`config.mk`:
```
export PLATFORM = sky130hd
export DESIGN_NAME = fpga_rt_top
export DESIGN_NICKNAME = d
export VERILOG_FILES = /design/src/rt_map_pkg.sv /design/src/rt_bus_pkg.sv /design/src/fpga_rt_top.sv /design/src/rt_reg_file.sv /design/src/entropy_feed.sv /design/src/log_capture.sv /design/src/rt_axil_slave.sv
export SDC_FILE = /design/constraint.sdc
export NUM_CORES = 1
export LEC_CHECK = 0
export BUFFER_PORTS_ARGS = -buffer_cell sky130_fd_sc_hd__buf_2
export CAP_MARGIN = 15
export CORE_ASPECT_RATIO = 1.1
export CORE_MARGIN = 5
export CORE_UTILIZATION = 46
export CTS_BUF_LIST = sky130_fd_sc_hd__clkbuf_16
export DETAILED_ROUTE_END_ITERATION = 12
export PLACE_DENSITY = 0.69
export SETUP_SLACK_MARGIN = 0.3
export SYNTH_ARGS = -nofsm -noshare
export SYNTH_HDL_FRONTEND = slang
export SYNTH_SLANG_ARGS = --single-unit
```
`constraint.sdc`:
```
create_clock -name core_clk -period 8.3 [get_ports core_clk]
set_input_delay 0.415 -clock core_clk [delete_from_list [all_inputs] [get_ports core_clk]]
set_output_delay 0.415 -clock core_clk [all_outputs]
set_load 0.02 [all_outputs]
```
`src/rt_map_pkg.sv`:
```
//~~~~~~~~~~~~~~~~~~~~~~~~~~~~~~~~~~~~~~~~~~~~~~~~~~~~~~~~~~~~~~~~~~~~~~~~~~
// Register map and FIFO geometry of the real-time wrapper
// Offsets, depths, log and entropy data types, slave FSM states
//~~~~~~~~~~~~~~~~~~~~~~~~~~~~~~~~~~~~~~~~~~~~~~~~~~~~~~~~~~~~~~~~~~~~~~~~~~
package rt_map_pkg;

    typedef logic [7:0]  log_char_t;
    typedef logic [3:0]  nibble_t;
    typedef logic [31:0] divisor_t;

    // Register offsets, byte addressed
    localparam logic [7:0] REG_LOG_DATA      = 8'h00;
    localparam logic [7:0] REG_LOG_STATUS    = 8'h04;
    localparam logic [7:0] REG_ITRNG_DATA    = 8'h08;
    localparam logic [7:0] REG_ITRNG_STATUS  = 8'h0C;
    localparam logic [7:0] REG_ITRNG_DIVISOR = 8'h10;
    localparam logic [7:0] REG_CYCLE_COUNT   = 8'h14;

    // Write-one flush bit in REG_ITRNG_STATUS
    localparam int ITRNG_FLUSH_BIT = 2;

    localparam int LOG_DEPTH        = 16;
    localparam int ITRNG_DEPTH      = 4;
    localparam int NIBBLES_PER_WORD = 8;

    // Derived pointer widths
    localparam int LOG_PTR_W   = $clog2(LOG_DEPTH);
    localparam int ITRNG_PTR_W = $clog2(ITRNG_DEPTH);
    localparam int NIB_IDX_W   = $clog2(NIBBLES_PER_WORD);

    typedef enum logic [1:0] {
        S_IDLE,
        S_WRESP,
        S_RRESP
    } slave_state_t;

endpackage

```
`src/rt_bus_pkg.sv`:
```
//~~~~~~~~~~~~~~~~~~~~~~~~~~~~~~~~~~~~~~~~~~~~~~~~~~~~~~~~~~~~~~~~~~~~~~~~~~
// Host bus definitions for the real-time register wrapper
// AXI4-Lite request and response bundles, word and address types
//~~~~~~~~~~~~~~~~~~~~~~~~~~~~~~~~~~~~~~~~~~~~~~~~~~~~~~~~~~~~~~~~~~~~~~~~~~
package rt_bus_pkg;

    // Only the low address byte is decoded
    typedef logic [7:0]  axil_addr_t;
    typedef logic [31:0] axil_data_t;
    typedef logic [1:0]  axil_resp_t;

    localparam axil_resp_t RESP_OKAY   = 2'b00;
    localparam axil_resp_t RESP_SLVERR = 2'b10;

    // Host side of the bus
    typedef struct packed {
        logic       awvalid;
        axil_addr_t awaddr;
        logic       wvalid;
        axil_data_t wdata;
        logic       bready;
        logic       arvalid;
        axil_addr_t araddr;
        logic       rready;
    } axil_req_t;

    // Slave side of the bus
    typedef struct packed {
        logic       awready;
        logic       wready;
        logic       bvalid;
        axil_resp_t bresp;
        logic       arready;
        logic       rvalid;
        axil_data_t rdata;
        axil_resp_t rresp;
    } axil_rsp_t;

endpackage
```
`src/fpga_rt_top.sv`:
```
//~~~~~~~~~~~~~~~~~~~~~~~~~~~~~~~~~~~~~~~~~~~~~~~~~~~~~~~~~~~~~~~~~~~~~~~~~~
// Real-time register wrapper beside the security core
// Host AXI4-Lite slave, debug log FIFO, entropy feed and cycle counter
//~~~~~~~~~~~~~~~~~~~~~~~~~~~~~~~~~~~~~~~~~~~~~~~~~~~~~~~~~~~~~~~~~~~~~~~~~~
`timescale 1ns/10ps

module fpga_rt_top
    import rt_bus_pkg::*;
    import rt_map_pkg::*;
(
    input  logic      core_clk,
    input  logic      hwif_out,
    input  axil_req_t axil_req,
    input  log_char_t log_char,
    input  logic      log_char_valid,
    input  logic      etrng_req,
    output axil_rsp_t axil_rsp,
    output nibble_t   itrng_data,
    output logic      itrng_valid
);

    logic       reg_wr;
    logic       reg_rd;
    axil_addr_t reg_addr;
    axil_data_t reg_wdata;
    axil_data_t reg_rdata;
    logic       reg_err;
    log_char_t  log_head;
    logic       log_empty;
    logic       log_full;
    logic       log_pop;
    logic       word_push;
    axil_data_t word_data;
    logic       flush;
    divisor_t   divisor;
    logic       itrng_empty;
    logic       itrng_full;

    rt_axil_slave u_rt_axil_slave (
        .core_clk  (core_clk),
        .hwif_out  (hwif_out),
        .axil_req  (axil_req),
        .reg_rdata (reg_rdata),
        .reg_err   (reg_err),
        .axil_rsp  (axil_rsp),
        .reg_wr    (reg_wr),
        .reg_rd    (reg_rd),
        .reg_addr  (reg_addr),
        .reg_wdata (reg_wdata)
    );

    rt_reg_file u_rt_reg_file (
        .core_clk    (core_clk),
        .hwif_out    (hwif_out),
        .reg_wr      (reg_wr),
        .reg_rd      (reg_rd),
        .reg_addr    (reg_addr),
        .reg_wdata   (reg_wdata),
        .log_head    (log_head),
        .log_empty   (log_empty),
        .log_full    (log_full),
        .itrng_empty (itrng_empty),
        .itrng_full  (itrng_full),
        .reg_rdata   (reg_rdata),
        .reg_err     (reg_err),
        .log_pop     (log_pop),
        .word_push   (word_push),
        .word_data   (word_data),
        .flush       (flush),
        .divisor     (divisor)
    );

    // Log capture and entropy feed run side by side
    log_capture u_log_capture (
        .core_clk       (core_clk),
        .hwif_out       (hwif_out),
        .log_char       (log_char),
        .log_char_valid (log_char_valid),
        .log_pop        (log_pop),
        .log_head       (log_head),
        .log_empty      (log_empty),
        .log_full       (log_full)
    );

    entropy_feed u_entropy_feed (
        .core_clk    (core_clk),
        .hwif_out    (hwif_out),
        .word_push   (word_push),
        .word_data   (word_data),
        .flush       (flush),
        .divisor     (divisor),
        .etrng_req   (etrng_req),
        .itrng_data  (itrng_data),
        .itrng_valid (itrng_valid),
        .itrng_empty (itrng_empty),
        .itrng_full  (itrng_full)
    );

endmodule

```
`src/rt_reg_file.sv`:
```
//~~~~~~~~~~~~~~~~~~~~~~~~~~~~~~~~~~~~~~~~~~~~~~~~~~~~~~~~~~~~~~~~~~~~~~~~~~
// Real-time register file
// Offset decode, divisor and cycle counter, host read view of both FIFOs
//~~~~~~~~~~~~~~~~~~~~~~~~~~~~~~~~~~~~~~~~~~~~~~~~~~~~~~~~~~~~~~~~~~~~~~~~~~
`timescale 1ns/10ps

module rt_reg_file
    import rt_bus_pkg::*;
    import rt_map_pkg::*;
(
    input  logic       core_clk,
    input  logic       hwif_out,
    input  logic       reg_wr,
    input  logic       reg_rd,
    input  axil_addr_t reg_addr,
    input  axil_data_t reg_wdata,
    input  log_char_t  log_head,
    input  logic       log_empty,
    input  logic       log_full,
    input  logic       itrng_empty,
    input  logic       itrng_full,
    output axil_data_t reg_rdata,
    output logic       reg_err,
    output logic       log_pop,
    output logic       word_push,
    output axil_data_t word_data,
    output logic       flush,
    output divisor_t   divisor
);

    divisor_t   divisor_q;
    axil_data_t cycle_q;

    assign log_pop   = reg_rd && (reg_addr == REG_LOG_DATA);
    assign word_push = reg_wr && (reg_addr == REG_ITRNG_DATA);
    assign word_data = reg_wdata;
    assign flush     = reg_wr && (reg_addr == REG_ITRNG_STATUS) && reg_wdata[ITRNG_FLUSH_BIT];
    assign divisor   = divisor_q;

    always_ff @(posedge core_clk or negedge hwif_out) begin
        if (!hwif_out) begin
            divisor_q <= '0;
            cycle_q   <= '0;
        end else begin
            cycle_q <= cycle_q + 1'b1;
            if (reg_wr && (reg_addr == REG_ITRNG_DIVISOR)) begin
                divisor_q <= reg_wdata;
            end
        end
    end

    // Read view; valid bit of the log word mirrors a non-empty FIFO
    always_comb begin
        reg_err = 1'b0;
        case (reg_addr)
            REG_LOG_DATA:      reg_rdata = {23'b0, ~log_empty, log_head};
            REG_LOG_STATUS:    reg_rdata = {30'b0, log_full, log_empty};
            REG_ITRNG_DATA:    reg_rdata = '0;
            REG_ITRNG_STATUS:  reg_rdata = {30'b0, itrng_full, itrng_empty};
            REG_ITRNG_DIVISOR: reg_rdata = divisor_q;
            REG_CYCLE_COUNT:   reg_rdata = cycle_q;
            default: begin
                reg_rdata = '0;
                reg_err   = 1'b1;
            end
        endcase
    end

endmodule

```
`src/entropy_feed.sv`:
```
//~~~~~~~~~~~~~~~~~~~~~~~~~~~~~~~~~~~~~~~~~~~~~~~~~~~~~~~~~~~~~~~~~~~~~~~~~~
// Entropy feed toward the core
// Host words are queued, then handed out one nibble per throttled grant,
// low nibble first
//~~~~~~~~~~~~~~~~~~~~~~~~~~~~~~~~~~~~~~~~~~~~~~~~~~~~~~~~~~~~~~~~~~~~~~~~~~
`timescale 1ns/10ps

module entropy_feed
    import rt_bus_pkg::*;
    import rt_map_pkg::*;
(
    input  logic       core_clk,
    input  logic       hwif_out,
    input  logic       word_push,
    input  axil_data_t word_data,
    input  logic       flush,
    input  divisor_t   divisor,
    input  logic       etrng_req,
    output nibble_t    itrng_data,
    output logic       itrng_valid,
    output logic       itrng_empty,
    output logic       itrng_full
);

    axil_data_t             mem [ITRNG_DEPTH];
    logic [ITRNG_PTR_W-1:0] wr_ptr;
    logic [ITRNG_PTR_W-1:0] rd_ptr;
    logic [ITRNG_PTR_W:0]   count;
    logic [NIB_IDX_W-1:0]   nib_idx;
    divisor_t               throttle_q;
    logic                   grant;
    logic                   push_ok;
    logic                   pop_ok;

    assign itrng_empty = (count == 0);
    assign itrng_full  = (count == ITRNG_DEPTH);
    assign push_ok     = word_push && !itrng_full && !flush;

    // One nibble per permitted slot, none while flushing
    assign grant  = (throttle_q == 0) && etrng_req && !itrng_empty && !flush;
    assign pop_ok = grant && (nib_idx == NIB_IDX_W'(NIBBLES_PER_WORD - 1));

    // Throttle runs regardless of requests
    always_ff @(posedge core_clk or negedge hwif_out) begin
        if (!hwif_out) begin
            throttle_q <= '0;
        end else if (throttle_q == 0) begin
            throttle_q <= divisor;
        end else begin
            throttle_q <= throttle_q - 1'b1;
        end
    end

    always_ff @(posedge core_clk or negedge hwif_out) begin
        if (!hwif_out) begin
            wr_ptr      <= '0;
            rd_ptr      <= '0;
            count       <= '0;
            nib_idx     <= '0;
            itrng_valid <= 1'b0;
        end else if (flush) begin
            rd_ptr      <= wr_ptr;
            count       <= '0;
            nib_idx     <= '0;
            itrng_valid <= 1'b0;
        end else begin
            itrng_valid <= grant;
            if (grant) begin
                nib_idx <= nib_idx + 1'b1;
            end
            if (push_ok) begin
                wr_ptr <= wr_ptr + 1'b1;
            end
            if (pop_ok) begin
                rd_ptr <= rd_ptr + 1'b1;
            end
            if (push_ok && !pop_ok) begin
                count <= count + 1'b1;
            end else if (pop_ok && !push_ok) begin
                count <= count - 1'b1;
            end
        end
    end

    always_ff @(posedge core_clk) begin
        if (push_ok) begin
            mem[wr_ptr] <= word_data;
        end
        if (grant) begin
            itrng_data <= mem[rd_ptr][nib_idx * $bits(nibble_t) +: $bits(nibble_t)];
        end
    end

    a_valid_after_grant: assert property (@(posedge core_clk) disable iff (!hwif_out)
        itrng_valid |-> $past(grant));

endmodule

```
`src/log_capture.sv`:
```
//~~~~~~~~~~~~~~~~~~~~~~~~~~~~~~~~~~~~~~~~~~~~~~~~~~~~~~~~~~~~~~~~~~~~~~~~~~
// Debug log FIFO
// Captures characters from the core, drained by host reads
//~~~~~~~~~~~~~~~~~~~~~~~~~~~~~~~~~~~~~~~~~~~~~~~~~~~~~~~~~~~~~~~~~~~~~~~~~~
`timescale 1ns/10ps

module log_capture
    import rt_map_pkg::*;
(
    input  logic      core_clk,
    input  logic      hwif_out,
    input  log_char_t log_char,
    input  logic      log_char_valid,
    input  logic      log_pop,
    output log_char_t log_head,
    output logic      log_empty,
    output logic      log_full
);

    log_char_t            mem [LOG_DEPTH];
    logic [LOG_PTR_W-1:0] wr_ptr;
    logic [LOG_PTR_W-1:0] rd_ptr;
    logic [LOG_PTR_W:0]   count;
    logic                 push_ok;
    logic                 pop_ok;

    assign log_empty = (count == 0);
    assign log_full  = (count == LOG_DEPTH);
    // Full drops the character, empty ignores the pop
    assign push_ok   = log_char_valid && !log_full;
    assign pop_ok    = log_pop && !log_empty;
    assign log_head  = mem[rd_ptr];

    always_ff @(posedge core_clk or negedge hwif_out) begin
        if (!hwif_out) begin
            wr_ptr <= '0;
            rd_ptr <= '0;
            count  <= '0;
        end else begin
            if (push_ok) begin
                wr_ptr <= wr_ptr + 1'b1;
            end
            if (pop_ok) begin
                rd_ptr <= rd_ptr + 1'b1;
            end
            if (push_ok && !pop_ok) begin
                count <= count + 1'b1;
            end else if (pop_ok && !push_ok) begin
                count <= count - 1'b1;
            end
        end
    end

    always_ff @(posedge core_clk) begin
        if (push_ok) begin
            mem[wr_ptr] <= log_char;
        end
    end

    a_count_bound: assert property (@(posedge core_clk) disable iff (!hwif_out)
        count <= LOG_DEPTH);

endmodule

```
`src/rt_axil_slave.sv`:
```
//~~~~~~~~~~~~~~~~~~~~~~~~~~~~~~~~~~~~~~~~~~~~~~~~~~~~~~~~~~~~~~~~~~~~~~~~~~
// AXI4-Lite slave for the real-time register block
// Accepts one write or read at a time, issues a single-cycle register
// strobe and holds the registered response until the host takes it
//~~~~~~~~~~~~~~~~~~~~~~~~~~~~~~~~~~~~~~~~~~~~~~~~~~~~~~~~~~~~~~~~~~~~~~~~~~
`timescale 1ns/10ps

module rt_axil_slave
    import rt_bus_pkg::*;
    import rt_map_pkg::*;
(
    input  logic       core_clk,
    input  logic       hwif_out,
    input  axil_req_t  axil_req,
    input  axil_data_t reg_rdata,
    input  logic       reg_err,
    output axil_rsp_t  axil_rsp,
    output logic       reg_wr,
    output logic       reg_rd,
    output axil_addr_t reg_addr,
    output axil_data_t reg_wdata
);

    slave_state_t state_q;
    slave_state_t state_d;
    axil_resp_t   bresp_q;
    axil_resp_t   rresp_q;
    axil_data_t   rdata_q;
    logic         wr_pending;

    // Any write channel activity blocks a read
    assign wr_pending = axil_req.awvalid || axil_req.wvalid;

    assign reg_wr    = (state_q == S_IDLE) && axil_req.awvalid && axil_req.wvalid;
    assign reg_rd    = (state_q == S_IDLE) && axil_req.arvalid && !wr_pending;
    assign reg_addr  = reg_wr ? axil_req.awaddr : axil_req.araddr;
    assign reg_wdata = axil_req.wdata;

    always_comb begin
        state_d = state_q;
        case (state_q)
            S_IDLE: begin
                if (reg_wr) begin
                    state_d = S_WRESP;
                end else if (reg_rd) begin
                    state_d = S_RRESP;
                end
            end
            S_WRESP: begin
                if (axil_req.bready) begin
                    state_d = S_IDLE;
                end
            end
            S_RRESP: begin
                if (axil_req.rready) begin
                    state_d = S_IDLE;
                end
            end
            default: state_d = S_IDLE;
        endcase
    end

    always_ff @(posedge core_clk or negedge hwif_out) begin
        if (!hwif_out) begin
            state_q <= S_IDLE;
        end else begin
            state_q <= state_d;
        end
    end

    // Response payload, captured in the acceptance cycle
    always_ff @(posedge core_clk) begin
        if (reg_wr) begin
            bresp_q <= reg_err ? RESP_SLVERR : RESP_OKAY;
        end
        if (reg_rd) begin
            rdata_q <= reg_rdata;
            rresp_q <= reg_err ? RESP_SLVERR : RESP_OKAY;
        end
    end

    always_comb begin
        axil_rsp.awready = reg_wr;
        axil_rsp.wready  = reg_wr;
        axil_rsp.bvalid  = (state_q == S_WRESP);
        axil_rsp.bresp   = bresp_q;
        axil_rsp.arready = reg_rd;
        axil_rsp.rvalid  = (state_q == S_RRESP);
        axil_rsp.rdata   = rdata_q;
        axil_rsp.rresp   = rresp_q;
    end

    a_bvalid_hold: assert property (@(posedge core_clk) disable iff (!hwif_out)
        axil_rsp.bvalid && !axil_req.bready |=> axil_rsp.bvalid && $stable(axil_rsp.bresp));

    a_rvalid_hold: assert property (@(posedge core_clk) disable iff (!hwif_out)
        axil_rsp.rvalid && !axil_req.rready |=> axil_rsp.rvalid && $stable(axil_rsp.rdata));

    a_single_strobe: assert property (@(posedge core_clk) disable iff (!hwif_out)
        !(reg_wr && reg_rd));

endmodule

```
=== Yosys cells after proc, flatten, opt, wreduce, memory -nomap -nowiden ===
Memories as Yosys holds them, arrays and structs flattened.
Index checks and enable logic that the tools add are counted.

* $add $sub $neg: 11
* Multiply operators: 0
* Divide/modulo/power cells: 0
* Order comparisons: 0
* Equal/unequal tests: 13
* Shift operators: 1
* Multiplexer cells: 23
* Bitwise logic cells: 2
* Reduce and logical (&&, ||, !) cells: 44

{| class="wikitable"
|+ Operators with widths
! cell !! count
|-
| $pmux W32 S5 || 1
|-
| $add A32 B1 Y32 const B || 1
|-
| $logic_not A32 Y1 || 1
|-
| $mux W32 || 1
|-
| $shiftx A32 B6 Y4 || 1
|-
| $sub A32 B1 Y32 const B || 1
|-
| $logic_and A1 B1 Y1 || 21
|-
| $eq A8 B4 Y1 const B || 2
|-
| $eq A8 B5 Y1 const B || 2
|-
| $mux W3 || 5
|-
| $mux W2 || 7
|-
| $logic_not A1 Y1 || 10
|-
| $mux W5 || 2
|-
| $add A4 B1 Y4 const B || 2
|-
| $eq A8 B3 Y1 const B || 1
|-
| $logic_not A8 Y1 || 1
|-
| $mux W8 || 1
|-
| $add A3 B1 Y3 const B || 2
|-
| $eq A3 B3 Y1 const B || 2
|-
| $pmux W2 S3 || 1
|-
| $reduce_bool A2 Y1 || 3
|-
| $reduce_or A6 Y1 || 1
|-
| $add A5 B1 Y5 const B || 1
|-
| $eq A5 B5 Y1 const B || 1
|-
| 16 further kinds || 23
|}

* Flip-flop bits (word level): 162
* Latch bits: 0
* Memory bits (writable): 256
* Memory bits (read-only): 0
* Output and inout bits: 46
* Memories: 2

{| class="wikitable"
|+ Memories
! name !! depth !! width !! read ports !! clocked after memory_dff !! wr ports !! line !! source
|-
| u_entropy_feed.mem || 4 || 32 || 1 || 0 || 1 || entropy_feed.sv:25 || <nowiki>axil_data_t mem [ITRNG_DEPTH];</nowiki>
|-
| u_log_capture.mem || 16 || 8 || 1 || 0 || 1 || log_capture.sv:20 || <nowiki>log_char_t mem [LOG_DEPTH];</nowiki>
|}

=== Depth between registers and ports, before layout ===
* Depth in word-level cells: 14
* Mapped depth: 15
* Depth with buffers taken out: 13

=== Modules after synthesis ===
A second synthesis with hierarchy kept.

* Cell total of the unflattened synthesis: 1166
* Area, all modules: 18253.8 um2

{| class="wikitable"
|+ By module, submodules not included
! module !! instances !! cells each !! area each (um2)
|-
| entropy_feed || 1 || 455 || 7478.4
|-
| log_capture || 1 || 322 || 5774.3
|-
| rt_reg_file || 1 || 296 || 3479.6
|-
| rt_axil_slave || 1 || 93 || 1521.5
|}

=== Least setup slack after synthesis ===
Ideal clock, no wire load.

* Kind: register to register
* From: reg u_rt_axil_slave.state_q[0]
* To: reg u_log_capture.count[4]
* Library setup time: 0.125 ns
* Data arrival time: 3.225 ns
* Setup slack: 4.949 ns
* Stages on the path, launching flop included: 16
* Buffers on the path: 2
* Cell sequence: dfrtp_1 nand4bb_1 clkbuf_1 inv_2 mux2_2 a21o_1 clkbuf_1 or3_1 ha_1 inv_1 ha_1 a21o_1 a21oi_1 xnor2_1 nor2_1 xor2_1

* Cells in the longest elaborated chain, start to end: 10
* Elaborated cells between the ends (all ways): 14
* Classes of those cells: 2 x mux; 12 x reduce/logical

{| class="wikitable"
|+ RTL lines
! item !! line !! source
|-
| from (decl) || rt_axil_slave.sv:24 || <nowiki>slave_state_t state_q;</nowiki>
|-
| from (signal assigned) || rt_axil_slave.sv:67 || <nowiki>state_q <= state_d;</nowiki>
|-
| $logic_not A2 Y1 (*) || rt_axil_slave.sv:34 || <nowiki>assign reg_wr = (state_q == S_IDLE) && axil_req.awvalid && axil_req.wvalid;</nowiki>
|-
| $logic_and A1 B1 Y1 (*) (2 in a row) || rt_axil_slave.sv:34 ||
|-
| net reg_wr || fpga_rt_top.sv:22 || <nowiki>logic reg_wr;</nowiki>
|-
| $mux W8 (*) || rt_axil_slave.sv:36 || <nowiki>assign reg_addr = reg_wr ? axil_req.awaddr : axil_req.araddr;</nowiki>
|-
| $logic_not A8 Y1 (*) || rt_reg_file.sv:34 || <nowiki>assign log_pop = reg_rd && (reg_addr == REG_LOG_DATA);</nowiki>
|-
| $logic_and A1 B1 Y1 (*) || rt_reg_file.sv:34 ||
|-
| $logic_and A1 B1 Y1 (*) || log_capture.sv:31 || <nowiki>assign pop_ok = log_pop && !log_empty;</nowiki>
|-
| $logic_not A1 Y1 || log_capture.sv:46 || <nowiki>if (push_ok && !pop_ok) begin</nowiki>
|-
| $logic_and A1 B1 Y1 || log_capture.sv:46 ||
|-
| $mux W5 / $reduce_bool A2 Y1 (equally long branches) || n/a ||
|-
| to (signal assigned) || log_capture.sv:47 || <nowiki>count <= count + 1'b1;</nowiki>
|-
| to (signal assigned) || log_capture.sv:49 || <nowiki>count <= count - 1'b1;</nowiki>
|-
| to (decl) || log_capture.sv:23 || <nowiki>logic [LOG_PTR_W:0] count;</nowiki>
|}

The timed path passes the listed nets; every way through them passes the cells marked *.
A chain may end at the register's enable or synchronous reset.

=== Worst setup path in the final report ===
* From: reg u_rt_axil_slave.state_q[0]
* To: reg u_log_capture.count[4]

* Cells in the longest elaborated chain, start to end: 10
* Elaborated cells between the ends (all ways): 14
* Classes of those cells: 2 x mux; 12 x reduce/logical

{| class="wikitable"
|+ RTL lines
! item !! line
|-
| $logic_not A2 Y1 (*) || rt_axil_slave.sv:34, rt_axil_slave.sv:35
|-
| $logic_and A1 B1 Y1 (2 in a row) || rt_axil_slave.sv:34
|-
| $mux W8 || rt_axil_slave.sv:36
|-
| $logic_not A8 Y1 || rt_reg_file.sv:34
|-
| $logic_and A1 B1 Y1 (*) || rt_reg_file.sv:34
|-
| $logic_and A1 B1 Y1 (*) || log_capture.sv:31
|-
| $logic_not A1 Y1 || log_capture.sv:46
|-
| $logic_and A1 B1 Y1 || log_capture.sv:46
|-
| $mux W5 / $reduce_bool A2 Y1 (equally long branches) || n/a
|}

Mark *: on every way between the ends. The rest lies on a longest branch, timed or not.

==> run metrics <==
maximum VDD drop=0.1669 mV; run status=finished, final reports clean; Post-CTS Setup Inserts=0; DIE AREA=42030 sq um; Critical R2R Launch=u_rt_axil_slave.state_q[0]; maximum clock frequency=0.2562 GHz; Final Skew=0.02128 ns; All-Layer GR Usage=17.51%; dpl hpwl=25110 um; Top delay family on crit path=simple AND/OR/NAND/NOR gates; Hold Path Class=in -> reg; first-pass GRT wire length=58310 um; GPL Wtd Cong=0.9024; commonest cells after routing, fill and taps aside=294 x edfxtp_1, 121 x dfrtp_1, 107 x buf_2; Final Cycle Share=47.03%; # fillers=3142; Synth area leader=edfxtp_1; Clock Sinks=416; row count=75; worst hold start=axil_req[0]; worst slew pin tran=1.101 ns; Remaining Overflow, GRT=0; CTS tree=yes; maximum number of pins on one net before global-route repair=80; H-Tree Level Count=2; crit-path cells=nand4bb_1, inv_2, mux2_2, a21o_1, or3_1, ha_1, inv_1, ha_1, a21o_1, a21oi_1, xnor2_1, nor2_1, xor2_1; Iter 0 DRT Violations=648; die width=195.9 um; core area=37910 sq um; hold worst-path end=u_rt_axil_slave.state_q[1]; FF-to-FF path depth=13; post-route minimum period=3.904 ns; placed insts=1705; YS warnings=0; Setup TNS Final=0 ns; initial antenna violation count=2; CP bufs+invs=2; Clock Latency Late Sink=0.55 ns; total CTS buffers=41; Leakage=7.057 nW; top post-synthesis cells by area=edfxtp_1 50%, dfrtp_1 17%, mux4_2 8.0%; Min-Delay Path Depth=2; I/O pin cnt=111; vias=9850; synthesized area=17490 sq um; overall routed net length=36710 um; Worst setup EP type=flop; Synth cell types=60; vias in the first global route=10280; Post-layout nets=1336; fraction of registers with async set/reset=29.33%; vias per cell=5.521; Pwr Total=4.505 mW; clock-pin slew on the worst setup and hold paths=0.06 ns; Post-synth EDFFs=294; Critical Path Max Stage Delay=0.57 ns; critical path's slowest cell=mux2_2; Top FF cell, synth=edfxtp_1; P&R area growth vs syn=13.48%; power density over cell area=226.9 nW/um^2; unrepaired setup endpoints after global routing=no; final hold violations=0; Slew Viols, Final=0; I/O Buffers=108; critical path arrival=4.33 ns; max_slew headroom=26.57%; R2R Path End=u_log_capture.count[4]; Wirelength per Cell=20.58 um; post-synthesis sequential area ratio=67.92%; Die Span Y=214.5 um; Crit Path Max Fanout=25; register bit count reported by yosys=416; 1st-pass router iterations=5; Clock Path Buffers=3; WS Path Type=reg -> reg; Mapped Avg Cell Area=15.36 sq um; Final setup viols=0; share of the synthesized area in the top cell type=50.47%; share of layout cells above drive strength 1=23.09%; Post-route DRC=0; Setup crit start kind=flop; fin cells=1784; hold_ws=0.06475 ns; most common cell after layout, fill and taps aside=edfxtp_1; clock root buffer master=clkbuf_16; Initial Util=46.14%; worst reg2reg setup slack=4.40 ns; post-route ant nets=0; Syn Inst Count=1139; Max Cap Violations=0; Required @ worst endpoint=8.72 ns
cell usage after synthesis, drive strengths merged (7+ instances only):
cell type and instances:
and3 9, nor3 17, nand3 30, o22ai 12
nand2b 7, buf 20, xnor2 44, edfxtp 294
nor4 23, nand2 89, mux2i 27, clkbuf 39
nor2 60, ha 19, nand4 17, inv 18
xor2 24, a21oi 54, and2 14, o21ai 17
mux2 39, or4 11, mux4 62, dfrtp 122
registers in the layout, summed over array words and instances (netlist names):
signal / count
u_rt_axil_slave.rdata_q: 32
u_rt_reg_file.divisor: 32
u_log_capture.wr_ptr: 4
u_log_capture.mem: 128
u_entropy_feed.wr_ptr: 2
u_entropy_feed.count: 3
u_log_capture.count: 5
u_rt_reg_file.cycle_q: 32
u_entropy_feed.mem: 128
u_entropy_feed.rd_ptr: 2
u_rt_axil_slave.state_q: 2
u_entropy_feed.itrng_data: 4
u_entropy_feed.nib_idx: 3
u_log_capture.rd_ptr: 4
u_rt_axil_slave.rresp_q: 1
u_entropy_feed.throttle_q: 32
u_rt_axil_slave.bresp_q: 1
u_entropy_feed.itrng_valid: 1
worst max path at each step:
| stage | startpoint | to | cells after the start |
|---|---|---|---|
| after floorplan | u_rt_axil_slave.state_q[0] | u_log_capture.count[4] | 15 |
| after detailed placement | axil_req[43] | u_log_capture.count[4] | 14 |
| final | u_rt_axil_slave.state_q[0] | u_log_capture.count[4] | 13 |
| after global routing | u_rt_axil_slave.state_q[0] | u_log_capture.count[4] | 13 |
| after CTS | u_rt_axil_slave.state_q[0] | u_log_capture.count[4] | 13 |
| after global placement | axil_req[43] | u_log_capture.count[4] | 14 |
worst reg2reg max path, stage by stage (launching register included):
cell and delay (ns):
dfrtp_1 0.40, nand4bb_1 0.39, inv_2 0.28, mux2_2 0.57, a21o_1 0.39, or3_1 0.41
ha_1 0.23, inv_1 0.14, ha_1 0.29, a21o_1 0.19, a21oi_1 0.16, xnor2_1 0.13
nor2_1 0.06, xor2_1 0.14
report_power, final:
group	internal (mW)	leakage (nW)	switching, mW	total (mW)
registers	2.34	4.18	0.0712	2.41
clock network	0.961	0.638	0.772	1.73
logic	0.143	2.24	0.218	0.360
total	3.44	7.06	1.06	4.51
metal layers:
layer	vias to the layer above	global-route usage, %	part of all wire, %	wire, um
met3	65	2.593	4.2	1530
met5	-	0	0.035	13
li1	4582	-	-	-
met4	2	6.099	3.3	1204
met2	216	29.95	51	18730
met1	4985	22.98	41	15230
through the flow:
stage / utilization (%) / instance area [sq um] / setup WS, ns
2_1_floorplan: - / 17500 / 4.949
4_1_cts: 52.30 / 19830 / 4.404
3_5_place_dp: 48.94 / 18550 / 4.376
5_1_grt: 52.36 / 19850 / 4.218
3_3_place_gp: 48.94 / 18550 / 4.475
6_report: 52.36 / 19850 / 4.396
cell families (layout without fill, tap and decap cells):
family / count (synthesis) / count (layout) / share of synthesized area (%)
adders and majority gates: 21 / 21 / 1.588
xor gates and xnor gates: 68 / 68 / 3.405
muxes: 128 / 128 / 12.04
and+or+nand+nor: 308 / 308 / 8.905
AOI/OAI and AO/OA: 120 / 120 / 4.263
DFF: 416 / 416 / 67.92
buffers and inverters: 77 / 219 / 1.860
other: 1 / 4 / 0.02144
layout make-up:
type / count / area [sq um] / area share [%]
timing repair buffer: 126 / 693.2 / 3.492
multi-input combinational: 647 / 5314 / 26.77
antenna: 2 / 5.005 / 0.02521
sequential: 416 / 11880 / 59.86
tap: 500 / 625.6 / 3.151
inverter: 18 / 67.56 / 0.3404
clock inverter: 31 / 162.7 / 0.8194
clock buffer: 44 / 1101 / 5.546
repair_timing:
| action | CTS | global route |
|---|---|---|
| hold endpoints to repair | 43 | 0 |
| hold buffers | 1 | 0 |
| gates resized for setup | 0 | 0 |
Note: power is estimated with default switching activity, not from simulation.
